**config.mk**
```make
export PLATFORM = sky130hd
export DESIGN_NAME = palette
export DESIGN_NICKNAME = d
export VERILOG_FILES = /design/src/include/video_config.svh /design/src/rtl/video_pkg.sv /design/src/rtl/palette.sv
export SDC_FILE = /design/constraint.sdc
export NUM_CORES = 1
export LEC_CHECK = 0
export BUFFER_PORTS_ARGS = -buffer_cell sky130_fd_sc_hd__buf_2
export CORE_UTILIZATION = 40
export CTS_CLUSTER_DIAMETER = 40
export DETAILED_ROUTE_END_ITERATION = 8
export HOLD_SLACK_MARGIN = 0.12
export PLACE_DENSITY_LB_ADDON = 0.05
export SLEW_MARGIN = 20
export SYNTH_ARGS = -nofsm -noshare
export SYNTH_HDL_FRONTEND = slang
export SYNTH_SLANG_ARGS = --single-unit
```
**constraint.sdc**
```tcl
create_clock -name clk -period 2.6 [get_ports clk]
set_input_delay 0 -clock clk [delete_from_list [all_inputs] [get_ports clk]]
set_output_delay 0 -clock clk [all_outputs]
set_load 0.005 [all_outputs]
```
**src/include/video_config.svh**
```systemverilog
`ifndef VIDEO_CONFIG_SVH
`define VIDEO_CONFIG_SVH

// Horizontal raster, in pixels
`define H_TOTAL      400
`define H_SYNC_START 360
`define H_SYNC_END   384
`define H_ACTIVE     352

// Vertical raster, in lines
`define V_TOTAL      262
`define V_SYNC_START 240
`define V_SYNC_END   243
`define V_ACTIVE     232

// 320x200 text window, end bounds exclusive
`define WIN_X0       16
`define WIN_X1       336
`define WIN_Y0       16
`define WIN_Y1       216
`define TEXT_COLS    40

// IO register indices
`define IO_VCTRL     0
`define IO_VSCRX_L   1
`define IO_VSCRX_H   2
`define IO_VSCRY     3
`define IO_VPALSEL   10
`define IO_VPALDATA  11
`define IO_VLINE     12
`define IO_VIRQLINE  13
`define IO_IRQMASK   14
`define IO_IRQSTAT   15

`endif

```
**src/rtl/video_pkg.sv**
```systemverilog
package video_pkg;

    // Raster position
    typedef logic [8:0]  hpos_t;       // Pixel within line
    typedef logic [8:0]  vpos_t;       // Line within frame

    // CPU side
    typedef logic [3:0]  io_addr_t;
    typedef logic [7:0]  byte_t;
    typedef logic [10:0] tram_addr_t;  // Codes low half, attributes high half

    // Video fetch path
    typedef logic [9:0]  char_addr_t;  // One word per character cell
    typedef logic [10:0] chram_addr_t; // Code * 8 + glyph line

    // Colour
    typedef logic [5:0]  colidx_t;
    typedef logic [3:0]  rgb4_t;
    typedef logic [6:0]  palsel_t;     // Two bytes per palette entry

endpackage

```
**src/rtl/palette.sv**
```systemverilog
`timescale 1ns/10ps

module palette import video_pkg::*; (
    input  logic    clk,
    input  palsel_t addr,
    input  byte_t   wrdata,
    input  logic    wren,
    output byte_t   rddata,
    input  colidx_t colidx,
    output rgb4_t   pal_r,
    output rgb4_t   pal_g,
    output rgb4_t   pal_b
);

    byte_t   pal_mem [128];
    byte_t   gb_byte;
    byte_t   r_byte;

    ////////////////////////////////////////
    // CPU access
    ////////////////////////////////////////

    always_ff @(posedge clk) begin
        if (wren)
            pal_mem[addr] <= wrdata;
        rddata <= pal_mem[addr];
    end

    ////////////////////////////////////////
    // Colour lookup
    ////////////////////////////////////////

    assign gb_byte = pal_mem[{colidx, 1'b0}]; // Green high nibble, blue low
    assign r_byte  = pal_mem[{colidx, 1'b1}]; // Red in low nibble

    assign pal_g = gb_byte[7:4];
    assign pal_b = gb_byte[3:0];
    assign pal_r = r_byte[3:0];

endmodule

```
# --- Yosys cells after proc, flatten, opt, wreduce, memory -nomap -nowiden ---
# Memories as Yosys holds them, arrays and structs flattened. A register that Yosys moved wholly into a read port is not among the register bits.
# Index checks and enable logic that the tools add are counted.
op_classes:
  reduce_logical: 0
  div_mod_pow: 0
  add_sub_neg: 0
  n_bitwise: 0
  eq_ne: 0
  multipliers: 0
  shift: 0
  n_mux: 2
  n_lt_le_gt_ge: 0
op_table:
  columns: ["operator", "count"]
  rows:
  - ["$mux 1", 2]
totals:
  mem_count: 1
  mem_bits_ro: 0
  mem_bits_rw: 1024
  input_bits: 23
  latch_bits: 0
  regBits: 0
  output_inout_bits: 20
memory_table:
  columns: ["name", "words", "width", "rd", "rd_clocked_by_memory_dff", "wr", "line", "source"]
  rows:
  - ["pal_mem", 128, 8, 3, 1, 1, "palette.sv:15", "byte_t pal_mem [128];"]

# --- Depth between registers and ports, before layout ---
logic_depth:
  word_depth: 2
  ltp_mapped: 11
  mapped_depth_nobuf: 7

# --- Worst setup path after synthesis ---
# Ideal clock, no wire load.
synth_timing:
  kind: "input-to-reg"
  startpoint: "input addr[2]"
  endpoint: "memory pal_mem[68][0] in the netlist's numbering (enable)"
  stages: 9
  t_arrival_ns: 1.939
  path_slack_ns: 0.291
  cell_sequence: "buf_4 -> buf_2 -> buf_2 -> buf_4 -> buf_2 -> buf_2 -> nand3_1 -> clkbuf_1 -> nor2_1"
synth_lines:
  columns: ["element", "line", "source"]
  rows:
  - ["start: declaration", "palette.sv:5", "input palsel_t addr,"]
  - ["end: declaration", "palette.sv:15", null]
# No word-level cell before the write port.

==> results.yml <==
drt:
  wirelength_um: 172000
  wire_per_inst_um: 37.1
  ant_nets: 0
  drt-initial-drc-count: 4294
  vias_per_cell: 6.47
  vias: 30000
  drc_errors: 0
  firstDrtPassIters: 5
final_layout:
  area_growth_pct: 23.6
  drive_gt1_frac: 0.373
  final_nets: 3034
  fin_area_um2: 56600
  fin_util: 0.501
  fill_cells: 9304
cts:
  numCtsBuffers: 156
  htree_levels: 4
  clk_root_buffer_cell: "clkbuf_16"
  clock-sinks: 1032
  tritoncts: "yes"
  worstSkewPairLatency_ns: 0.76
  clk_pin_slew_ns: 0.05
  clockBufferDepth: 3
place:
  io_buffer_count: 42
  pre_cts_ws_ns: -0.525
  hpwl_um: 117000
  dpl-instance-area_um2: 51100
  gp_congestion: 0.902
synthesis:
  yosysTopAreaCell: "edfxtp_1"
  syn_area_per_cell_um2: 17.8
  synth-edff-count: 1024
  synth_top_area_share: 0.671
  syn_inst: 2570
  netlist_area_um2: 45800
  synth.distinct_cells: 52
  synthArstFlopShare: 0
  synth_area_leaders: "edfxtp_1 67%, mux4_2 16%, a221oi_1 3.6%, nor2_1 1.6%, mux2_2 1.3%"
  post-synth-top-count-cell: "edfxtp_1"
  synth_fp_nets: 2593
  yosysSeqAreaShare: 0.675
  ys_seq_elements: 1032
  synth_common_cells: "1024 x edfxtp_1, 330 x mux4_2, 197 x nor2_1"
  yosysWarnings: 0
  synth-main-ff-cell: "edfxtp_1"
status:
  outcome: "complete, but fails checks"
  violations: "negative setup slack"
sta:
  hold_violations: 0
  rsz0062_at_grt: "yes"
  hold_ws_ns: 0.183
  fmax_mhz: 326
  final_max_slew_viol_count: 0
  setup_viol: 13
  max_slew_margin: 0.452
  post-route-min-period_ns: 3.07
  timing.final.crit_share: 1.18
  max_slew.worst_pin.slew_ns: 0.822
  setup_ws_ns: -0.471
  finalClockSkew_ns: 0.0256
floorplan:
  ioPinCount: 43
  dieArea_um2: 116000
  start_util: 0.405
  core_area_um2: 113000
  die-width_um: 340
  die_h_um: 340
  num_rows: 123
power:
  ir_worst_vdd_mv: 0.604
  powerDensity_nw_per_um2: 747
  leakage_nw: 18.6
setup_path:
  critPathBufInv: 1
  path_delay_family: "multiplexers"
  path_cells: "mux4_2, mux4_2, mux4_2, buf_2"
  r2r_start: "pal_mem[16][7]$_DFFE_PP_"
  worst_ep_required_time_ns: 2.60
  worstSetupStartpointType: "flop"
  r2r_slack_ns: 0
  cp_max_fo: 2
  crit_start: "pal_mem[65][0]$_DFFE_PP_"
  cp_data_arrival_time_ns: 3.07
  critPathSlowestCell: "mux4_2"
  cpMostUsedCell: "mux4_2"
  slowest_delay_ns: 0.66
  end_kind: "output port"
  critPathKind: "flop to output port"
worst_hold_path:
  hold_start: "addr[2]"
  hold_path_class: "input port to flop"
global_routing:
  grt_pass1_wl_um: 240000
  antenna_found_initial: 12
  overflow: 0
  grt_pass1_vias: 29400
  grt_max_degree: 81
  grt_util_all_layers: 0.297
run:
  drv_cap: 0
-- power breakdown --
part / total [mW] / internal (mW) / switching (mW)
Sequential: 18.4 / 18.4 / 0.0530
Clock: 20.2 / 12.2 / 7.97
Combinational: 3.63 / 1.40 / 2.23
Total: 42.3 / 32.0 / 10.3
-- sequential cells by signal, indices dropped and copies added (netlist names) --
signal	count
rddata	8
pal_mem	1024
-- layout by cell type, fill, tap and decap left out, drive strengths merged, types with 20 or more instances in the layout --
master	count
edfxtp	1024
buf	489
mux4	330
nor2	197
a221oi	190
clkbuf	168
nand2	98
clkinv	67
a21oi	60
mux2i	57
mux2	52
o21ai	52
nand3	32
inv	29
nor3	27
o22ai	20
-- metal layers --
layer	wire length, µm	track usage
met2	77100	0.442
met5	40	0
met1	71800	0.432
met4	6500	0.109
met3	16900	0.0619
-- final timing paths --
check	cells past startpoint	endpoint
setup / recovery	4	pal_r[0]
hold / removal	5	pal_mem[87][5]$_DFFE_PP_
setup reg to reg	5	rddata[7]$_DFF_P_
hold reg to reg	4	rddata[0]$_DFF_P_
-- cells by family (layout without fill, tap and decap cells) --
kind of cell | count (synthesis) | after routing | share of synthesized area
muxes | 439 | 439 | 0.188
buffers and inverters | 226 | 792 | 0.0217
and+or+nand+nor | 399 | 399 | 0.0368
AOI/OAI and AO/OA | 474 | 474 | 0.0790
other | 0 | 1 | 0
DFF | 1032 | 1032 | 0.675
-- tightest hold or removal path, stage by stage --
cell,delay (ns)
buf_8,0.16
buf_12,0.23
nand2_1,0.12
nor2_1,0.07
buf_4,0.14
-- through the flow --
step | TNS, ns | instances | power [mW]
6_report | -3.97 | 4637 | 42.3
2_1_floorplan | 0 | 2570 | 20.3
3_5_place_dp | -1.06 | 4324 | 22.3
5_1_grt | -4.55 | 4636 | 43.3
4_1_cts | -4.29 | 4631 | 42.5
3_3_place_gp | -1.38 | 4324 | 22.3
-- cell type report --
cell class	instances	area (µm²)	area share
flip-flops and latches	1032	30900	0.546
multi-input cells	1312	14100	0.250
repair buffers	505	4640	0.0819
clock buffers	168	3990	0.0705
well taps	1500	1880	0.0331
clock inverters	115	1040	0.0184
inverters	4	16.3	0.000287
diodes	1	2.50	0.0000442
-- timing repair --
| item | in CTS | in global routing |
|---|---|---|
| endpoints found under the setup margin | 15 | 13 |
| gates resized for setup | 28 | 9 |
| hold endpoints to repair | 1055 | 0 |
| setup buffers | 8 | 5 |
| hold buffers | 16 | 0 |
| pin swaps | 12 | 4 |
Note: power is estimated with default switching activity, not from simulation.
