===== config.mk =====
export PLATFORM = sky130hd
export DESIGN_NAME = video_timing
export DESIGN_NICKNAME = d
export VERILOG_FILES = /design/src/rtl/video_pkg.sv /design/src/rtl/video_timing.sv
export VERILOG_INCLUDE_DIRS = /design/src /design/src/include
export SDC_FILE = /design/constraint.sdc
export NUM_CORES = 1
export LEC_CHECK = 0
export BUFFER_PORTS_ARGS = -buffer_cell sky130_fd_sc_hd__buf_2
export CORE_MARGIN = 5
export CORE_UTILIZATION = 50
export CTS_BUF_LIST = sky130_fd_sc_hd__clkbuf_4 sky130_fd_sc_hd__clkbuf_8
export CTS_CLUSTER_SIZE = 25
export DETAILED_ROUTE_END_ITERATION = 12
export HOLD_SLACK_MARGIN = 0.15
export PLACE_DENSITY = 0.75
export SLEW_MARGIN = 20
export SYNTH_ARGS = -nofsm -noshare
export SYNTH_HDL_FRONTEND = slang
export SYNTH_SLANG_ARGS = --single-unit

===== constraint.sdc =====
create_clock -name clk -period 1.8 [get_ports clk]
set_clock_uncertainty 0.05 [all_clocks]
set_input_delay 0.36 -clock clk [delete_from_list [all_inputs] [get_ports clk]]
set_output_delay 0.36 -clock clk [all_outputs]
set_load 0.1 [all_outputs]

===== src/include/video_config.svh =====
`ifndef VIDEO_CONFIG_SVH
`define VIDEO_CONFIG_SVH

// Horizontal raster, in pixels
`define H_TOTAL      400
`define H_SYNC_START 360
`define H_SYNC_END   384
`define H_ACTIVE     352

// Vertical raster, in lines
`define V_TOTAL      262
`define V_SYNC_START 240
`define V_SYNC_END   243
`define V_ACTIVE     232

// 320x200 text window, end bounds exclusive
`define WIN_X0       16
`define WIN_X1       336
`define WIN_Y0       16
`define WIN_Y1       216
`define TEXT_COLS    40

// IO register indices
`define IO_VCTRL     0
`define IO_VSCRX_L   1
`define IO_VSCRX_H   2
`define IO_VSCRY     3
`define IO_VPALSEL   10
`define IO_VPALDATA  11
`define IO_VLINE     12
`define IO_VIRQLINE  13
`define IO_IRQMASK   14
`define IO_IRQSTAT   15

`endif


===== src/rtl/video_pkg.sv =====
package video_pkg;

    // Raster position
    typedef logic [8:0]  hpos_t;       // Pixel within line
    typedef logic [8:0]  vpos_t;       // Line within frame

    // CPU side
    typedef logic [3:0]  io_addr_t;
    typedef logic [7:0]  byte_t;
    typedef logic [10:0] tram_addr_t;  // Codes low half, attributes high half

    // Video fetch path
    typedef logic [9:0]  char_addr_t;  // One word per character cell
    typedef logic [10:0] chram_addr_t; // Code * 8 + glyph line

    // Colour
    typedef logic [5:0]  colidx_t;
    typedef logic [3:0]  rgb4_t;
    typedef logic [6:0]  palsel_t;     // Two bytes per palette entry

endpackage


===== src/rtl/video_timing.sv =====
`timescale 1ns/10ps
`include "video_config.svh"

module video_timing import video_pkg::*; (
    input  logic  clk,
    input  logic  reset,
    output hpos_t hpos,
    output vpos_t vpos,
    output logic  hsync,
    output logic  vsync,
    output logic  blank,
    output logic  vblank,
    output logic  line_next
);

    ////////////////////////////////////////
    // Counters
    ////////////////////////////////////////

    assign line_next = (hpos == hpos_t'(`H_TOTAL - 1)); // Last pixel of line

    always_ff @(posedge clk or posedge reset) begin
        if (reset) begin
            hpos <= '0;
            vpos <= '0;
        end else if (line_next) begin
            hpos <= '0;
            if (vpos == vpos_t'(`V_TOTAL - 1))
                vpos <= '0;
            else
                vpos <= vpos + 1'b1;
        end else begin
            hpos <= hpos + 1'b1;
        end
    end

    ////////////////////////////////////////
    // Sync and blank decode
    ////////////////////////////////////////

    assign hsync = (hpos >= hpos_t'(`H_SYNC_START)) && (hpos < hpos_t'(`H_SYNC_END));
    assign vsync = (vpos >= vpos_t'(`V_SYNC_START)) && (vpos < vpos_t'(`V_SYNC_END));

    assign vblank = (vpos >= vpos_t'(`V_ACTIVE));
    assign blank  = vblank || (hpos >= hpos_t'(`H_ACTIVE));

    // Counter must wrap before reaching the line length
    a_hpos_range: assert property (
        @(posedge clk) disable iff (reset)
        hpos < hpos_t'(`H_TOTAL)
    );

endmodule


# Yosys cells after proc, flatten, opt, wreduce, memory -nomap -nowiden
# Index checks and enable logic that the tools add are counted.
# word_totals
out_inout_bits	23
inputBits	2
wordCells	17
ff_bits	18
# op_classes
add_sub_neg	2
n_mux	2
n_lt_le_gt_ge	6
n_reduce_logical	3
eq_ne	2
# op_table
operator	n
9-bit by 1-bit adder with 9-bit output (second input constant)	2
9-bit == test (second input constant)	2
9-bit by 8-bit >= comparator with 1-bit output (second input constant)	2
9-bit >= comparator (second input constant)	2
9-bit two-way mux	2
9-bit by 8-bit less-than comparator with 1-bit output (second input constant)	1
9-bit less-than comparator (second input constant)	1
1-bit logical AND	2
1-bit logical OR	1

# Longest topological paths before layout
# logic_depth
ltp_word	2
depth_mapped	8
depth_no_buf	6

# Worst setup path after synthesis
# No wires, ideal clock.
# synth_path
path_kind	reg2out
from	register hpos[5]
to	output hsync
t_arrival_ns	4.321
n_path_buf	0
stages_incl_launch_ff	3
slack_ns	-2.931
required_time_ns	1.390
path_cell_list	dfrtp_1 -> nand2_1 -> nor4b_1
# synth_between
elab_chain_len	2
elab_cells_between_ends	3
cone_classes	order compare (2); reduce/logical (1)
# synth_rtl
element	line	rtl
start, declared	video_timing.sv:7	output hpos_t hpos,
start signal, assigned	video_timing.sv:33	hpos <= hpos + 1'b1;
9-bit >= comparator or 9-bit less-than comparator (tied branches)	video_timing.sv:41	assign hsync = (hpos >= hpos_t'(`H_SYNC_START)) && (hpos < hpos_t'(`H_SYNC_END));
1-bit logical AND *	video_timing.sv:41	
end, declared	video_timing.sv:9	output logic hsync,
# Mark *: on every way between the ends. The rest lies on a longest branch, timed or not.

# Worst setup path in the final report
# layout_path
from	register hpos[6]
to	output line_next
# layout_between
elab_chain_len	1
# layout_rtl
element	line	rtl
9-bit == test	video_timing.sv:20	assign line_next = (hpos == hpos_t'(`H_TOTAL - 1));
end, declared	video_timing.sv:13	output logic line_next
# Every way passes these cells.

==> results.json <==
{
  "ios": 25,
  "powerDensity_nw_per_um2": 365.3,
  "min_path_type": "reg -> reg",
  "cp_top_family": "simple AND/OR/NAND/NOR gates",
  "drt-wirelength-per-cell_um": 27.38,
  "grt_pass1_vias": 1185,
  "synthSimpleGateAreaFrac_pct": 24.54,
  "criticalPathCategory": "reg -> out",
  "fp-row-count": 16,
  "endpoint_kind": "output port",
  "fmax_mhz": 477.9,
  "drc": 0,
  "syn_nets": 115,
  "startpoint": "hpos[6]$_DFF_PP0_",
  "max-cap-violations": 0,
  "drive_above_1_share_pct": 64.41,
  "synth_top_family_by_area": "simple AND/OR/NAND/NOR gates",
  "hold_slack_ns": 0.5117,
  "n_fill_cell": 32,
  "clk_pin_slew_ns": 0.12,
  "cts.sinks": 18,
  "cp_max_fo": 2,
  "die_h_um": 55.16,
  "grt.overflow.total": 0,
  "final_hold_viol_count": 0,
  "antenna_left": 0,
  "setup_tns_ns": -2.324,
  "yosys_warnings": 0,
  "syn_area_per_cell_um2": 9.442,
  "vias_per_cell": 6.691,
  "area_delta_synth_final_pct": 86.63,
  "final.setup.worst_slack_ns": -0.2924,
  "core_um2": 1962,
  "run_status": "finished, violations left",
  "synth_top_flop_cell": "dfrtp_1",
  "layout_common_cells": "buf_4, dfrtp_4, buf_2",
  "startpoint_type": "flip-flop",
  "cts_tree": "built",
  "synth-edff-count": 0,
  "slowest_delay_ns": 0.49,
  "peakVddDrop_mv": 0.5160,
  "r2r_start": "hpos[6]$_DFF_PP0_",
  "synth_mux_area_share_pct": 0.9816,
  "final_common_cell": "buf_4",
  "syn_area_um2": 1020,
  "root_buffer": "clkbuf_4",
  "failed_checks": "negative setup slack",
  "ys_seq_area_share_pct": 44.17,
  "nets": 185,
  "worstPathRequired_ns": 1.39,
  "min-delay-start": "hpos[2]$_DFF_PP0_",
  "start_util_pct": 51.98,
  "fin_crit_ns": 2.092,
  "worst_pin_slew_ns": 0.5089,
  "antenna_found_initial": 0,
  "slowest_stage": "dfrtp_4",
  "port_buffers": 24,
  "cts_buffers": 3,
  "first_pass_iters": 4,
  "dieArea_um2": 3043,
  "grt_max_degree": 19,
  "via_count": 1365,
  "grt.total_usage_pct": 28.73,
  "grt_pass1_wl_um": 5913,
  "routed_wl_um": 5586,
  "async_reset_ff_share_pct": 100.0,
  "die_w_um": 55.16,
  "synth_xor_area_share_pct": 4.294,
  "pre_cts_ws_ns": 0.05107,
  "slew_headroom_pct": 66.30,
  "ys_ff_latch": 18,
  "finalCritPeriodShare_pct": 116.2,
  "cp_num_buf_inv": 2,
  "clock_path_buffers": 2,
  "critPathArrivalTime_ns": 1.68,
  "synthCells": 108,
  "h-tree-depth": 1,
  "clk_latency_ns": 0.33,
  "synth_compound_area_share_pct": 14.11,
  "dpl.hpwl_um": 1921,
  "n_antenna_cell": 0,
  "ys_types": 32,
  "place.gp.congestion": 0.8670,
  "final-setup-viol-count": 16,
  "rsz0062_at_grt": "yes",
  "synthAdderAreaFrac_pct": 6.135,
  "maxSlewViolCount": 0,
  "p_leak_uw": 0.0008370,
  "cp_cell_sequence": "nand4bb_1 > or3_4 > clkinv_4 > buf_12",
  "drt_iter0_drc": 96
}
==> report_power, final <==
part	leakage, uW	internal, uW	switching, uW
clock network	0.0000210	124	154
registers	0.000208	404	0
logic	0.000608	3.79	9.10
==> area by class of cell <==
cell class / instances / area (um^2) / area share, %
Tap cell: 27 / 33.78 / 1.775
Multi-Input combinational cell: 80 / 685.7 / 36.03
Clock buffer: 4 / 36.28 / 1.907
Timing Repair Buffer: 68 / 603.1 / 31.69
Sequential cell: 18 / 513.0 / 26.96
Inverter: 7 / 31.28 / 1.644
==> metrics by stage <==
| stage | area (um^2) | util [%] | cells | total power, uW |
|---|---|---|---|---|
| finish | 1903 | 97.00 | 204 | 695.1 |
| CTS | 1738 | 88.58 | 196 | 678.9 |
| global route | 1903 | 97.00 | 204 | 720.9 |
| detailed placement | 1454 | 74.11 | 171 | 424.0 |
| floorplan | 1185 | - | 108 | 418.9 |
| global placement | 1454 | 74.11 | 171 | 423.9 |
==> final timing paths <==
kind,to,slack [ns],cells after the start
min in group asynchronous,hpos[0]$_DFF_PP0_,0.55,4
min,hpos[2]$_DFF_PP0_,0.51,1
min reg2reg,hpos[2]$_DFF_PP0_,0.51,1
max in group asynchronous,vpos[3]$_DFFE_PP0P_,0.91,4
max,line_next,-0.29,4
max reg2reg,vpos[8]$_DFFE_PP0P_,-0.29,8
==> kinds of logic (layout without fill, tap and decap cells) <==
group / after synthesis / count (layout)
compound gates: 23 / 23
xor+xnor: 5 / 5
fa+ha+maj: 5 / 5
buf+inv: 10 / 79
flops: 18 / 18
mux: 1 / 1
simple gates: 46 / 46
==> what timing repair did <==
item | in CTS | in global routing
buffers inserted | 20 | 11
endpoints found under the setup margin | 5 | 15
hold buffers | 1 | 0
pin swaps | 7 | 10
gates resized for setup | 23 | 23
endpoints found under the hold margin | 18 | 0
==> state kept, by name (all words and copies together), names as in the netlist <==
| signal | flops |
|---|---|
| hpos | 9 |
| vpos | 9 |
==> routing by layer <==
metal / vias to the layer above / track usage, % / share of wire (%) / routed length (um)
met5: - / 0 / 0 / 0
met4: 0 / 16.19 / 7.8 / 435
met3: 48 / 5.094 / 13 / 734
met2: 147 / 46.85 / 46 / 2588
met1: 645 / 35.64 / 33 / 1828
li1: 525 / - / - / -
==> synth_stat cells, types with 2 or more instances <==
cell type	n	area [um^2]
nor3_1	2	10.01
xnor2_1	2	17.52
dfrtp_1	18	450.4
nor4b_1	2	17.52
o21ai_1	7	35.03
a31oi_1	8	50.05
nand3b_1	3	22.52
nor2_1	10	37.54
nand2_1	8	30.03
and3_1	4	25.02
inv_1	6	22.52
a21oi_1	2	10.01
nand4_1	2	12.51
nand3_1	8	40.04
xor2_1	3	26.28
ha_1	5	62.56
or3_1	2	12.51
buf_6	2	22.52
Note: power is estimated with default switching activity, not from simulation.
