File: config.mk
export PLATFORM = sky130hd
export DESIGN_NAME = video_regs
export DESIGN_NICKNAME = d
export VERILOG_FILES = /design/src/rtl/video_pkg.sv /design/src/rtl/video_regs.sv
export VERILOG_INCLUDE_DIRS = /design/src /design/src/include
export SDC_FILE = /design/constraint.sdc
export NUM_CORES = 1
export LEC_CHECK = 0
export BUFFER_PORTS_ARGS = -buffer_cell sky130_fd_sc_hd__buf_2
export CAP_MARGIN = 10
export CORE_MARGIN = 5
export CORE_UTILIZATION = 35
export CTS_CLUSTER_DIAMETER = 60
export DETAILED_ROUTE_END_ITERATION = 10
export PLACE_DENSITY = 0.55
export SYNTH_ARGS = -nofsm -noshare
export SYNTH_HDL_FRONTEND = slang
export SYNTH_SLANG_ARGS = --single-unit
File: constraint.sdc
create_clock -name clk -period 1.3 [get_ports clk]
set_clock_uncertainty 0.2 [all_clocks]
set_input_delay 0.13 -clock clk [delete_from_list [all_inputs] [get_ports clk]]
set_output_delay 0.13 -clock clk [all_outputs]
set_load 0.005 [all_outputs]
File: src/include/video_config.svh
`ifndef VIDEO_CONFIG_SVH
`define VIDEO_CONFIG_SVH

// Horizontal raster, in pixels
`define H_TOTAL      400
`define H_SYNC_START 360
`define H_SYNC_END   384
`define H_ACTIVE     352

// Vertical raster, in lines
`define V_TOTAL      262
`define V_SYNC_START 240
`define V_SYNC_END   243
`define V_ACTIVE     232

// 320x200 text window, end bounds exclusive
`define WIN_X0       16
`define WIN_X1       336
`define WIN_Y0       16
`define WIN_Y1       216
`define TEXT_COLS    40

// IO register indices
`define IO_VCTRL     0
`define IO_VSCRX_L   1
`define IO_VSCRX_H   2
`define IO_VSCRY     3
`define IO_VPALSEL   10
`define IO_VPALDATA  11
`define IO_VLINE     12
`define IO_VIRQLINE  13
`define IO_IRQMASK   14
`define IO_IRQSTAT   15

`endif

File: src/rtl/video_pkg.sv
package video_pkg;

    // Raster position
    typedef logic [8:0]  hpos_t;       // Pixel within line
    typedef logic [8:0]  vpos_t;       // Line within frame

    // CPU side
    typedef logic [3:0]  io_addr_t;
    typedef logic [7:0]  byte_t;
    typedef logic [10:0] tram_addr_t;  // Codes low half, attributes high half

    // Video fetch path
    typedef logic [9:0]  char_addr_t;  // One word per character cell
    typedef logic [10:0] chram_addr_t; // Code * 8 + glyph line

    // Colour
    typedef logic [5:0]  colidx_t;
    typedef logic [3:0]  rgb4_t;
    typedef logic [6:0]  palsel_t;     // Two bytes per palette entry

endpackage

File: src/rtl/video_regs.sv
`timescale 1ns/10ps
`include "video_config.svh"

module video_regs import video_pkg::*; (
    input  logic     clk,
    input  logic     reset,
    input  io_addr_t io_addr,
    input  byte_t    io_wrdata,
    input  logic     io_wren,
    output byte_t    io_rddata,
    input  vpos_t    vpos,
    input  logic     vblank,
    input  byte_t    pal_rddata,
    output logic     pal_wren,
    output palsel_t  vpalsel,
    output logic     text_enable,
    output logic     irq
);

    logic       text_priority;  // Stored only
    logic       sprites_enable; // Stored only
    logic [1:0] gfx_mode;       // Stored only
    logic [8:0] vscrx;
    byte_t      vscry;
    byte_t      virqline;
    logic       mask_line, mask_vblank;
    logic       stat_line, stat_vblank;
    logic       line_match, line_match_r, vblank_r;
    logic       line_event, vblank_event;
    logic       wr_stat;

    assign line_match   = (vpos == {1'b0, virqline});
    assign line_event   = line_match && !line_match_r;
    assign vblank_event = vblank && !vblank_r;

    assign pal_wren = io_wren && (io_addr == io_addr_t'(`IO_VPALDATA));
    assign wr_stat  = io_wren && (io_addr == io_addr_t'(`IO_IRQSTAT));

    assign irq = (stat_line && mask_line) || (stat_vblank && mask_vblank);

    ////////////////////////////////////////
    // Register writes and status
    ////////////////////////////////////////

    always_ff @(posedge clk or posedge reset) begin
        if (reset) begin
            {text_priority, sprites_enable, gfx_mode, text_enable} <= '0;
            vscrx        <= '0;
            vscry        <= '0;
            vpalsel      <= '0;
            virqline     <= '0;
            mask_line    <= 1'b0;
            mask_vblank  <= 1'b0;
            stat_line    <= 1'b0;
            stat_vblank  <= 1'b0;
            line_match_r <= 1'b1; // No event for the line current at reset
            vblank_r     <= 1'b0;
        end else begin
            line_match_r <= line_match;
            vblank_r     <= vblank;
            if (io_wren) begin
                case (io_addr)
                    io_addr_t'(`IO_VCTRL):
                        {text_priority, sprites_enable, gfx_mode, text_enable} <= io_wrdata[4:0];
                    io_addr_t'(`IO_VSCRX_L):  vscrx[7:0] <= io_wrdata;
                    io_addr_t'(`IO_VSCRX_H):  vscrx[8]   <= io_wrdata[0];
                    io_addr_t'(`IO_VSCRY):    vscry      <= io_wrdata;
                    io_addr_t'(`IO_VPALSEL):  vpalsel    <= io_wrdata[6:0];
                    io_addr_t'(`IO_VIRQLINE): virqline   <= io_wrdata;
                    io_addr_t'(`IO_IRQMASK):  {mask_line, mask_vblank} <= io_wrdata[1:0];
                    default: ;
                endcase
            end
            // A new event wins over a write-1 clear
            if (line_event)
                stat_line <= 1'b1;
            else if (wr_stat && io_wrdata[1])
                stat_line <= 1'b0;
            if (vblank_event)
                stat_vblank <= 1'b1;
            else if (wr_stat && io_wrdata[0])
                stat_vblank <= 1'b0;
        end
    end

    ////////////////////////////////////////
    // Readback
    ////////////////////////////////////////

    always_comb begin
        case (io_addr)
            io_addr_t'(`IO_VCTRL):
                io_rddata = {3'b0, text_priority, sprites_enable, gfx_mode, text_enable};
            io_addr_t'(`IO_VSCRX_L):  io_rddata = vscrx[7:0];
            io_addr_t'(`IO_VSCRX_H):  io_rddata = {7'b0, vscrx[8]};
            io_addr_t'(`IO_VSCRY):    io_rddata = vscry;
            io_addr_t'(`IO_VPALSEL):  io_rddata = {1'b0, vpalsel};
            io_addr_t'(`IO_VPALDATA): io_rddata = pal_rddata;
            io_addr_t'(`IO_VLINE):    io_rddata = vpos[7:0];
            io_addr_t'(`IO_VIRQLINE): io_rddata = virqline;
            io_addr_t'(`IO_IRQMASK):  io_rddata = {6'b0, mask_line, mask_vblank};
            io_addr_t'(`IO_IRQSTAT):  io_rddata = {6'b0, stat_line, stat_vblank};
            default:                  io_rddata = '0;
        endcase
    end

    // Status bits only rise from their raster events
    a_stat_line_src: assert property (
        @(posedge clk) disable iff (reset) $rose(stat_line) |-> $past(line_event));
    a_stat_vblank_src: assert property (
        @(posedge clk) disable iff (reset) $rose(stat_vblank) |-> $past(vblank_event));

endmodule

Word level (Yosys, flattened, before mapping)
Index checks and enable logic that the tools add are counted.
- output and inout bits: 18
- logic and storage cells: 51
- bits in registers: 43
- mux-type cells: 5
- equality and inequality tests: 10
- reductions and logical operators: 21
- operators by type and width (cell ; count):
    $pmux W8 S10 ; 1
    $eq A4 B4 Y1 const B ; 6
    $reduce_and A2 Y1 ; 7
    $eq A9 B8 Y1 ; 1
    $eq A4 B2 Y1 const B ; 2
    $logic_and A1 B1 Y1 ; 8
    $eq A4 B1 Y1 const B ; 1
    $logic_not A4 Y1 ; 1
    $mux W1 ; 4
    $reduce_bool A2 Y1 ; 2
    $logic_not A1 Y1 ; 2
    $logic_or A1 B1 Y1 ; 1

Longest topological paths before layout
Gate-level depths: netlist of the first run.
- word-level depth: 5
- mapped depth: 6
- gate-level depth less buffers: 4

Least setup slack after synthesis of the first run
Ideal clock, no wire load.
- path kind: input -> output
- start: in io_addr[1]
- end: out io_rddata[1]
- stages: 6
- slack: -0.144 ns
- path buffers: 2
- required time: 0.970 ns
- arrival: 1.114 ns
- cell sequence: buf_6 and2_0 buf_6 a22o_1 a222oi_1 o211ai_1
- word-level cells in the longest chain between the ends: 2
- RTL lines (element ; RTL line ; source):
    start: declaration ; video_regs.sv:7 ; input io_addr_t io_addr,
    $eq A4 B4 Y1, or another cell as far along ; video_regs.sv:91 ; case (io_addr)
    $pmux W8 S10 (*) ; video_regs.sv:91 ;
    end: declaration ; video_regs.sv:10 ; output byte_t io_rddata,
Mark *: on every way between the ends. The rest lies on a longest branch, timed or not.

Final worst setup path of the first run
- start: reg virqline[0]
- end: out io_rddata[0]
- word-level cells in the longest chain between the ends: 1
- RTL lines (element ; RTL line ; source):
    start: declaration ; video_regs.sv:25 ; byte_t virqline;
    start signal: assignment ; video_regs.sv:69 ; io_addr_t'(`IO_VIRQLINE): virqline <= io_wrdata;
    $pmux W8 S10 ; video_regs.sv:91 ;
No other way between the ends.

==> results of run 1 <==
worst max-delay path, delay by kind of cell (launching register included):
| family | cells | cell delay, ns |
|---|---|---|
| AO/OA/AOI/OAI | 3 | 0.49 |
| flip-flops | 1 | 0.41 |
| buffers and inverters | 2 | 0.25 |
per-stage QoR:
step / total power, mW / hold slack (ns) / worst slack, ns
after detailed placement: 3.01 / -0.107 / -0.412
after global routing: 4.41 / 0.0439 / -0.579
after floorplan: 2.46 / -0.0725 / -0.129
after global placement: 2.99 / -0.106 / -0.387
after CTS: 4.13 / 0.0585 / -0.502
final: 4.18 / 0.0267 / -0.469
power breakdown:
part           switching, mW  internal (mW)
sequential             0.196           1.63
clock                  0.440          0.485
combinational          0.504          0.927
total                   1.14           3.04
final cells by class:
class	count	area (um^2)	share of cell area
Multi-Input combinational cell	138	1340	0.365
Sequential cell	43	1080	0.294
Timing Repair Buffer	130	1030	0.282
Clock buffer	8	100	0.0273
Tap cell	77	96.3	0.0263
Inverter	5	22.5	0.00614
worst max path at each step:
stage	slack [ns]	from	end
6_report	-0.47	virqline[0]	io_rddata[0]
5_1_grt	-0.58	vscry[1]	io_rddata[1]
4_1_cts	-0.50	virqline[7]	io_rddata[7]
3_5_place_dp	-0.41	io_addr[3]	io_rddata[2]
2_1_floorplan	-0.13	io_addr[1]	io_rddata[1]
3_3_place_gp	-0.39	io_addr[3]	io_rddata[2]
cells by family (layout without fill, tap and decap cells):
kind of cell / Yosys count / after routing / synth area share
compound gates: 40 / 40 / 0.131
mux: 43 / 43 / 0.206
xor+xnor: 8 / 8 / 0.0302
flops: 43 / 43 / 0.464
simple gates: 47 / 47 / 0.123
buf+inv: 17 / 143 / 0.0447
routing by layer:
| metal | wire length, um | GRT usage | up-vias |
|---|---|---|---|
| met3 | 315 | 0.0331 | 7 |
| met4 | 73 | 0.0318 | 0 |
| met1 | 3160 | 0.230 | 1007 |
| met2 | 3430 | 0.289 | 45 |
| li1 | - | - | 987 |
| met5 | 0 | 0 | - |
sequential cells by signal, indices dropped and copies added (netlist names):
| name | cells |
|---|---|
| gfx_mode | 2 |
| line_match_r | 1 |
| mask_line | 1 |
| mask_vblank | 1 |
| sprites_enable | 1 |
| stat_line | 1 |
| stat_vblank | 1 |
| text_enable | 1 |
| text_priority | 1 |
| vblank_r | 1 |
| virqline | 8 |
| vpalsel | 7 |
| vscrx | 9 |
| vscry | 8 |
cell usage after synthesis, types with 3 or more instances:
master / number / area (um^2)
nand3b_1: 4 / 30.0
o31ai_1: 3 / 22.5
inv_1: 5 / 18.8
a221oi_1: 3 / 26.3
o21ai_0: 7 / 35.0
a22o_1: 5 / 43.8
nand3_1: 8 / 40.0
buf_6: 3 / 33.8
mux2_2: 31 / 349
nor2_1: 5 / 18.8
a22oi_1: 10 / 75.1
buf_4: 3 / 22.5
nand2_1: 11 / 41.3
dfrtp_1: 42 / 1050
mux2i_1: 4 / 40.0
mux2_1: 8 / 90.1
xnor2_1: 7 / 61.3
buf_2: 5 / 25.0
nor3_1: 4 / 20.0
timing repair:
item / CTS / global route
pin swaps: 16 / 6
hold buffers: 11 / 2
setup endpoints to repair: 32 / 34
hold endpoints to repair: 85 / 4
gates cloned: 1 / 0
buffers inserted: 6 / 2
resized for setup: 26 / 21
==> impl_metrics.env, run 1 <==
export IMPL_synth_nets=231
export IMPL_r2r_start="virqline[7]"
export IMPL_synth_seq_area_share=0.464
export IMPL_cp_slowest_cell="dfrtp_1"
export IMPL_wl_per_cell_um=17.4
export IMPL_num_io_pins=51
export IMPL_root_buffer="clkbuf_8"
export IMPL_layout_drive_gt1_share=0.596
export IMPL_rsz0062_at_grt="true"
export IMPL_fin_crit_ns=1.77
export IMPL_die_w_um=91.5
export IMPL_vias_per_cell=5.10
export IMPL_path_max_fanout=2
export IMPL_design_area_um2=3670
export IMPL_first_global_vias=2200
export IMPL_hold_viol=0
export IMPL_die_area_um2=8360
export IMPL_p_per_area_nw_per_um2=1140
export IMPL_tightestPinTransition_ns=0.349
export IMPL_hpwlAfterDp_mm=5.18
export IMPL_place_area_um2=3170
export IMPL_cp_arrival_ns=1.44
export IMPL_fin_nets=356
export IMPL_fin_util=0.575
export IMPL_tritoncts="built"
export IMPL_synthFlopType="dfrtp_1"
export IMPL_firstDrtPassIters=4
export IMPL_drc=0
export IMPL_drtIter0Drc=82
export IMPL_final_cell_mix="buf_4 (54), buf_2 (43), dfrtp_1 (42), mux2_2 (22), mux2_4 (17)"
export IMPL_synth_edf_count=0
export IMPL_ys_types=43
export IMPL_syn_inst=198
export IMPL_antenna_diode_count=0
export IMPL_crit_chain="buf_6, a22oi_2, o31ai_1, a221o_1, buf_2"
export IMPL_grt_overflow_total=0
export IMPL_clock_sinks=43
export IMPL_ys_warn_count=0
export IMPL_async_reset_ff_frac=1.00
export IMPL_slew_limit_headroom=0.765
export IMPL_vias=2046
export IMPL_setup_violations=13
export IMPL_slew_violations=0
export IMPL_io_buffer_count=50
export IMPL_cts_path_max_buffers=2
export IMPL_fmax_ghz=0.565
export IMPL_r2r_slack_ns=-0.31
export IMPL_clk_pin_slew_worst_paths_ns=0.08
export IMPL_clkLatencyLatePin_ns=0.29
export IMPL_critPathKind="flip-flop to primary output"
export IMPL_vdd_drop_max_mv=0.673
export IMPL_place_inst=373
export IMPL_ant_nets=0
export IMPL_final_common_cell="buf_4"
export IMPL_htree_levels=2
export IMPL_finalSetupTns_ns=-4.00
export IMPL_hold_path_class="primary input to flip-flop"
export IMPL_endpoint_kind="primary output"
export IMPL_start_util=0.364
export IMPL_p_leak_nw=1.71
export IMPL_critical_path_max_stage_delay_ns=0.41
export IMPL_row_count=29
export IMPL_status="finished, violations left"
export IMPL_reg2regPathDepth=6
export IMPL_globalplace_congestion=0.808
export IMPL_fillers=559
export IMPL_syn_area_um2=2320
export IMPL_min_from="io_addr[2]"
export IMPL_syn_avg_cell_area_um2=11.7
export IMPL_crit_required_ns=0.97
export IMPL_cts_buffers=5
export IMPL_antenna_found_initial=0
export IMPL_setup_ws_ns=-0.469
export IMPL_whs_path_depth=4
export IMPL_grt_max_degree=26
export IMPL_coreArea_um2=6390
export IMPL_stdcell_count=401
export IMPL_violations="negative setup slack"
export IMPL_grt_pass1_wl_mm=11.5
export IMPL_synth_seq_cells=43
export IMPL_wirelength_mm=6.98
export IMPL_die_y_um=91.5
export IMPL_r2r_end="stat_line"
export IMPL_holdPathEnd="vscrx[8]"
export IMPL_critPathLaunchType="flip-flop"
export IMPL_area_growth_pct=58.0
export IMPL_cap_violations=0
export IMPL_track_usage=0.172
export IMPL_finalCritPeriodShare=1.36
Power figures use the tool's default switching activity.
==> inputs of run 2 (changes only) <==
--- a/config.mk
+++ b/config.mk
@@ -12,7 +12,7 @@
 export CORE_UTILIZATION = 35
 export CTS_CLUSTER_DIAMETER = 60
 export DETAILED_ROUTE_END_ITERATION = 10
-export PLACE_DENSITY = 0.55
+export PLACE_DENSITY = 0.53
 export SYNTH_ARGS = -nofsm -noshare
 export SYNTH_HDL_FRONTEND = slang
 export SYNTH_SLANG_ARGS = --single-unit
==> constraint.sdc (replaced) <==
create_clock -name clk -period 2.25 [get_ports clk]
set_clock_uncertainty 0.2 [all_clocks]
set_input_delay 0.225 -clock clk [delete_from_list [all_inputs] [get_ports clk]]
set_output_delay 0.225 -clock clk [all_outputs]
set_load 0.005 [all_outputs]
==> impl_metrics.env, run 2 (synthesis results as in run 1) <==
export IMPL_critical_path_max_stage_delay_ns=0.41
export IMPL_crit_top_cell="buf_2"
export IMPL_row_count=29
export IMPL_start_util=0.364
export IMPL_tightestPinTransition_ns=0.633
export IMPL_vias_per_cell=5.42
export IMPL_setup_violations=0
export IMPL_critPathKind="primary input to primary output"
export IMPL_die_y_um=91.5
export IMPL_grt_pass1_wl_mm=10.7
export IMPL_grt_max_degree=44
export IMPL_multi_input_area_um2=1140
export IMPL_crit_required_ns=1.82
export IMPL_seq_area_um2=1080
export IMPL_wirelength_mm=6.45
export IMPL_slew_limit_headroom=0.574
export IMPL_crit_chain="buf_2, and2_1, a22oi_1, a211oi_1, a221o_1, buf_2"
export IMPL_slew_violations=0
export IMPL_wl_per_cell_um=19.4
export IMPL_finalPower_mw=2.08
export IMPL_firstDrtPassIters=4
export IMPL_fin_nets=287
export IMPL_globalplace_congestion=0.849
export IMPL_p_leak_nw=1.24
export IMPL_hpwlAfterDp_mm=4.72
export IMPL_final_common_cell="buf_2"
export IMPL_post_cts_buffers=0
export IMPL_num_io_pins=51
export IMPL_reg_top3="vscrx x9, virqline x8, vscry x8"
export IMPL_die_w_um=91.5
export IMPL_path_buf_inv=2
export IMPL_root_buffer="clkbuf_8"
export IMPL_path_max_fanout=18
export IMPL_area_growth_pct=19.8
export IMPL_cap_violations=0
export IMPL_antenna_found_initial=0
export IMPL_clk_pin_slew_worst_paths_ns=0.08
export IMPL_drtIter0Drc=133
export IMPL_finalCritPeriodShare=0.915
export IMPL_cp_arrival_ns=1.63
export IMPL_vias=1798
export IMPL_p_per_area_nw_per_um2=746
export IMPL_ant_nets=0
export IMPL_grt_overflow_total=0
export IMPL_rsz0062_at_grt="false"
export IMPL_hold_viol=0
export IMPL_die_area_um2=8360
export IMPL_fillers=629
export IMPL_coreArea_um2=6390
export IMPL_clock_sinks=43
export IMPL_endpoint_kind="primary output"
export IMPL_track_usage=0.163
export IMPL_hold_path_class="primary input to flip-flop"
export IMPL_cp_top_family="compound AO/OA/AOI/OAI gates"
export IMPL_largest_reg_flops=9
export IMPL_fin_util=0.436
export IMPL_cts_buffers=5
export IMPL_final_cell_mix="buf_2 (50), dfrtp_1 (42), mux2_2 (31), nand2_1 (11), a22oi_1 (10)"
export IMPL_drc=0
export IMPL_layout_drive_gt1_share=0.396
export IMPL_fmax_ghz=0.486
export IMPL_finalSetupTns_ns=0
export IMPL_first_global_vias=1997
export IMPL_io_buffer_count=50
export IMPL_critPathLaunchType="primary input"
export IMPL_htree_levels=2
export IMPL_ctsResizeCount=0
export IMPL_cts_path_max_buffers=2
export IMPL_clkLatencyLatePin_ns=0.29
export IMPL_tritoncts="built"
export IMPL_regMostFlops="vscrx"
export IMPL_cp_slowest_cell="and2_1"
export IMPL_antenna_diode_count=0
export IMPL_status="finished clean"
export IMPL_fin_crit_ns=2.06
export IMPL_postCtsHoldBufs=6
export IMPL_vdd_drop_max_mv=0.333
==> run 2: stage by stage <==
step	hold WS (ns)	instances	area (um^2)	worst slack (ns)
after floorplan	0.0564	198	2320	0.616
after global placement	0.150	318	2620	0.148
after detailed placement	0.154	318	2620	0.174
after CTS	0.00526	332	2780	0.173
after global routing	0.0231	332	2780	0.0587
final	0.00677	332	2780	0.191
==> run 2: area by class of cell <==
class                   instances  share of cell area
repair buffers                 61               0.125
well taps                      77              0.0346
multi-input cells             138               0.410
clock buffers                   8              0.0360
flip-flops and latches         43               0.387
inverters                       5             0.00675
==> run 2: where the power goes <==
part           switching, mW  total (mW)  internal [mW]
combinational          0.208       0.472          0.264
clock                  0.261       0.542          0.280
sequential             0.121        1.06          0.941
total                  0.589        2.08           1.49
==> run 2: final timing paths <==
kind | from | to | slack (ns) | cells past startpoint
setup / recovery | io_addr[1] | io_rddata[2] | 0.19 | 6
hold / removal | io_wrdata[2] | virqline[2] | 0.007 | 2
setup reg to reg | virqline[3] | stat_line | 0.44 | 4
hold reg to reg | vblank_r | stat_vblank | 0.24 | 1
max in group asynchronous | reset | gfx_mode[0] | 1.06 | 4
min in group asynchronous | reset | vpalsel[3] | 0.40 | 4
==> run 2: routing by layer <==
| layer | vias to the layer above | GRT usage | wire length (um) |
|---|---|---|---|
| li1 | 851 | - | - |
| met1 | 861 | 0.217 | 2820 |
| met2 | 73 | 0.263 | 3080 |
| met3 | 13 | 0.0364 | 422 |
| met4 | 0 | 0.0501 | 129 |
| met5 | - | 0 | 0 |
==> inputs of run 3 (changes only) <==
--- a/config.mk
+++ b/config.mk
@@ -6,7 +6,8 @@
 export SDC_FILE = /design/constraint.sdc
 export NUM_CORES = 1
 export LEC_CHECK = 0
-export BUFFER_PORTS_ARGS = -buffer_cell sky130_fd_sc_hd__buf_2
+export ABC_AREA = 1
+export BUFFER_PORTS_ARGS = -buffer_cell sky130_fd_sc_hd__buf_4
 export CAP_MARGIN = 10
 export CORE_MARGIN = 5
 export CORE_UTILIZATION = 35
@@ -16,3 +17,4 @@
 export SYNTH_ARGS = -nofsm -noshare
 export SYNTH_HDL_FRONTEND = slang
 export SYNTH_SLANG_ARGS = --single-unit
+export TNS_END_PERCENT = 1
==> impl_metrics.env, run 3 <==
export IMPL_grt_overflow_total=0
export IMPL_fillers=678
export IMPL_slew_violations=0
export IMPL_reg2regPathDepth=7
export IMPL_root_buffer="clkbuf_8"
export IMPL_die_y_um=90.7
export IMPL_final_cell_mix="nand2_1 (104), buf_4 (51), inv_1 (45), dfrtp_1 (42), o21ai_1 (24)"
export IMPL_design_area_um2=2900
export IMPL_synth_edf_count=0
export IMPL_holdPathEnd="virqline[7]"
export IMPL_drtIter0Drc=122
export IMPL_preCtsSetupSlack_ns=0.351
export IMPL_synth_top_cell_area_share=0.461
export IMPL_yosysMostFrequentCell="nand2_1"
export IMPL_r2r_end="stat_line"
export IMPL_row_count=29
export IMPL_regMostFlops="vscrx"
export IMPL_synth_seq_cells=43
export IMPL_firstDrtPassIters=4
export IMPL_pwr_share_clk=0.244
export IMPL_first_global_vias=2244
export IMPL_tightestPinTransition_ns=0.568
export IMPL_clkLatencyLatePin_ns=0.29
export IMPL_cp_slowest_cell="nor2_1"
export IMPL_wirelength_mm=6.28
export IMPL_p_leak_nw=1.50
export IMPL_fin_util=0.457
export IMPL_p_int_mw=1.37
export IMPL_grt_max_degree=44
export IMPL_synth_commonest_cells="nand2_1 (104), inv_1 (45), dfrtp_1 (42), o21ai_1 (24), o21ai_0 (23)"
export IMPL_ys_types=25
export IMPL_tritoncts="built"
export IMPL_vias_per_cell=4.71
export IMPL_globalplace_congestion=0.843
export IMPL_ant_nets=0
export IMPL_antenna_found_initial=0
export IMPL_finalSetupTns_ns=0
export IMPL_drc=0
export IMPL_cts_buffers=5
export IMPL_hold_path_class="primary input to flip-flop"
export IMPL_cp_arrival_ns=1.48
export IMPL_rsz0062_at_grt="false"
export IMPL_synth_nets=345
export IMPL_crit_chain="buf_4, nor2_1, nand2_1, o22ai_1, nor2_1, nand2_1, buf_4"
export IMPL_status="finished clean"
export IMPL_die_area_um2=8220
export IMPL_fmax_ghz=0.524
export IMPL_endpoint_kind="primary output"
export IMPL_finalCritPeriodShare=0.848
export IMPL_layout_drive_gt1_share=0.197
export IMPL_crit_required_ns=1.82
export IMPL_start_util=0.359
export IMPL_yosysTopAreaCell="dfrtp_1"
export IMPL_num_io_pins=51
export IMPL_track_usage=0.163
export IMPL_critical_path_max_stage_delay_ns=0.33
export IMPL_reg_top3="vscrx x9, virqline x8, vscry x8"
export IMPL_clock_sinks=43
export IMPL_synthFlopType="dfrtp_1"
export IMPL_clk_pin_slew_worst_paths_ns=0.08
export IMPL_worst_hold_slack_ns=0.0153
export IMPL_p_per_area_nw_per_um2=678
export IMPL_critPathLaunchType="primary input"
export IMPL_power_frac_comb=0.237
export IMPL_grt_use_met2=0.256
export IMPL_antenna_diode_count=0
export IMPL_seq_power_share=0.519
export IMPL_coreArea_um2=6350
export IMPL_critPathKind="primary input to primary output"
export IMPL_cap_violations=0
export IMPL_htree_levels=2
export IMPL_min_from="io_wrdata[7]"
export IMPL_grt_pass1_wl_mm=10.8
export IMPL_vias=2134
export IMPL_syn_avg_cell_area_um2=7.30
export IMPL_swShare=0.301
export IMPL_largest_reg_flops=9
export IMPL_fin_nets=408
export IMPL_ys_top_cells_by_area="dfrtp_1 (46%), nand2_1 (17%), inv_1 (7.4%)"
export IMPL_synth_seq_area_share=0.473
export IMPL_final_common_cell="nand2_1"
export IMPL_setup_ws_ns=0.342
export IMPL_slew_limit_headroom=0.621
export IMPL_ys_warn_count=0
export IMPL_vdd_drop_max_mv=0.314
export IMPL_post_cts_buffers=0
export IMPL_wl_per_cell_um=13.9
export IMPL_fin_crit_ns=1.91
export IMPL_place_area_um2=2730
export IMPL_cts_path_max_buffers=2
export IMPL_whs_path_depth=3
export IMPL_p_sw_mw=0.591
export IMPL_grtUsageMet3=0.0417
export IMPL_async_reset_ff_frac=1.00
export IMPL_met1_usage=0.213
export IMPL_r2r_slack_ns=1.01
export IMPL_path_max_fanout=6
export IMPL_setup_violations=0
export IMPL_hold_viol=0
export IMPL_die_w_um=90.7
export IMPL_syn_area_um2=2280
export IMPL_io_buffer_count=50
export IMPL_r2r_start="virqline[6]"
export IMPL_hpwlAfterDp_mm=4.62
export IMPL_grt_busiest_layer="met2"
export IMPL_syn_inst=312
export IMPL_area_growth_pct=27.3
run 3: critical path: cells and delay by family:
kind | cells | cell delay, ns
AND/OR/NAND/NOR | 4 | 0.74
AO/OA/AOI/OAI | 1 | 0.28
buffers and inverters | 2 | 0.23
run 3: cell families (layout without fill, tap and decap cells):
group	Yosys count	after routing	synth area share
flip-flops	43	43	0.473
XOR/XNOR	2	2	0.00769
AO/OA/AOI/OAI	57	57	0.132
buffers and inverters	53	117	0.0934
AND/OR/NAND/NOR	157	157	0.294
run 3: cell type report:
cell class / count / area [um^2] / area share
clock buffer: 7 / 76.3 / 0.0263
clock inverter: 1 / 5.00 / 0.00173
inverter: 49 / 184 / 0.0634
multi-input combinational: 216 / 988 / 0.341
sequential: 43 / 1080 / 0.371
tap: 77 / 96.3 / 0.0332
timing repair buffer: 60 / 473 / 0.163
run 3: worst max-delay path by stage:
stage          slack, ns  cells after the start  startpoint      endpoint
2_1_floorplan       0.82                      1       reset   gfx_mode[0]
3_3_place_gp        0.37                      7  io_addr[1]  io_rddata[0]
3_5_place_dp        0.35                      7  io_addr[1]  io_rddata[0]
4_1_cts             0.36                      7  io_addr[1]  io_rddata[0]
5_1_grt             0.28                      7  io_addr[1]  io_rddata[3]
6_report            0.34                      7  io_addr[1]  io_rddata[0]
run 3: power groups by stage:
stage               clock network [mW]  registers, mW  logic, mW
floorplan                            0           1.02      0.256
global placement                     0           1.03      0.458
detailed placement                   0           1.04      0.462
CTS                              0.505           1.02      0.477
global route                     0.531           1.04      0.547
finish                           0.479           1.02      0.466
run 3: what timing repair did:
action / 4_1_cts / 5_1_grt
hold buffers: 9 / 0
resized for setup: 0 / 0
endpoints found under the hold margin: 55 / 0
run 3: per-stage QoR:
step	power (mW)	cells
final	1.97	453
after global routing	2.12	453
after CTS	2.00	453
after detailed placement	1.50	436
after global placement	1.49	436
after floorplan	1.27	312
run 3: layer usage:
layer  wire length [um]  vias up  share of wire
met4                153        0          0.024
met5                  0        -              0
met1               2930      956           0.47
li1                   -     1106              -
met2               2780       59           0.44
met3                412       13          0.066
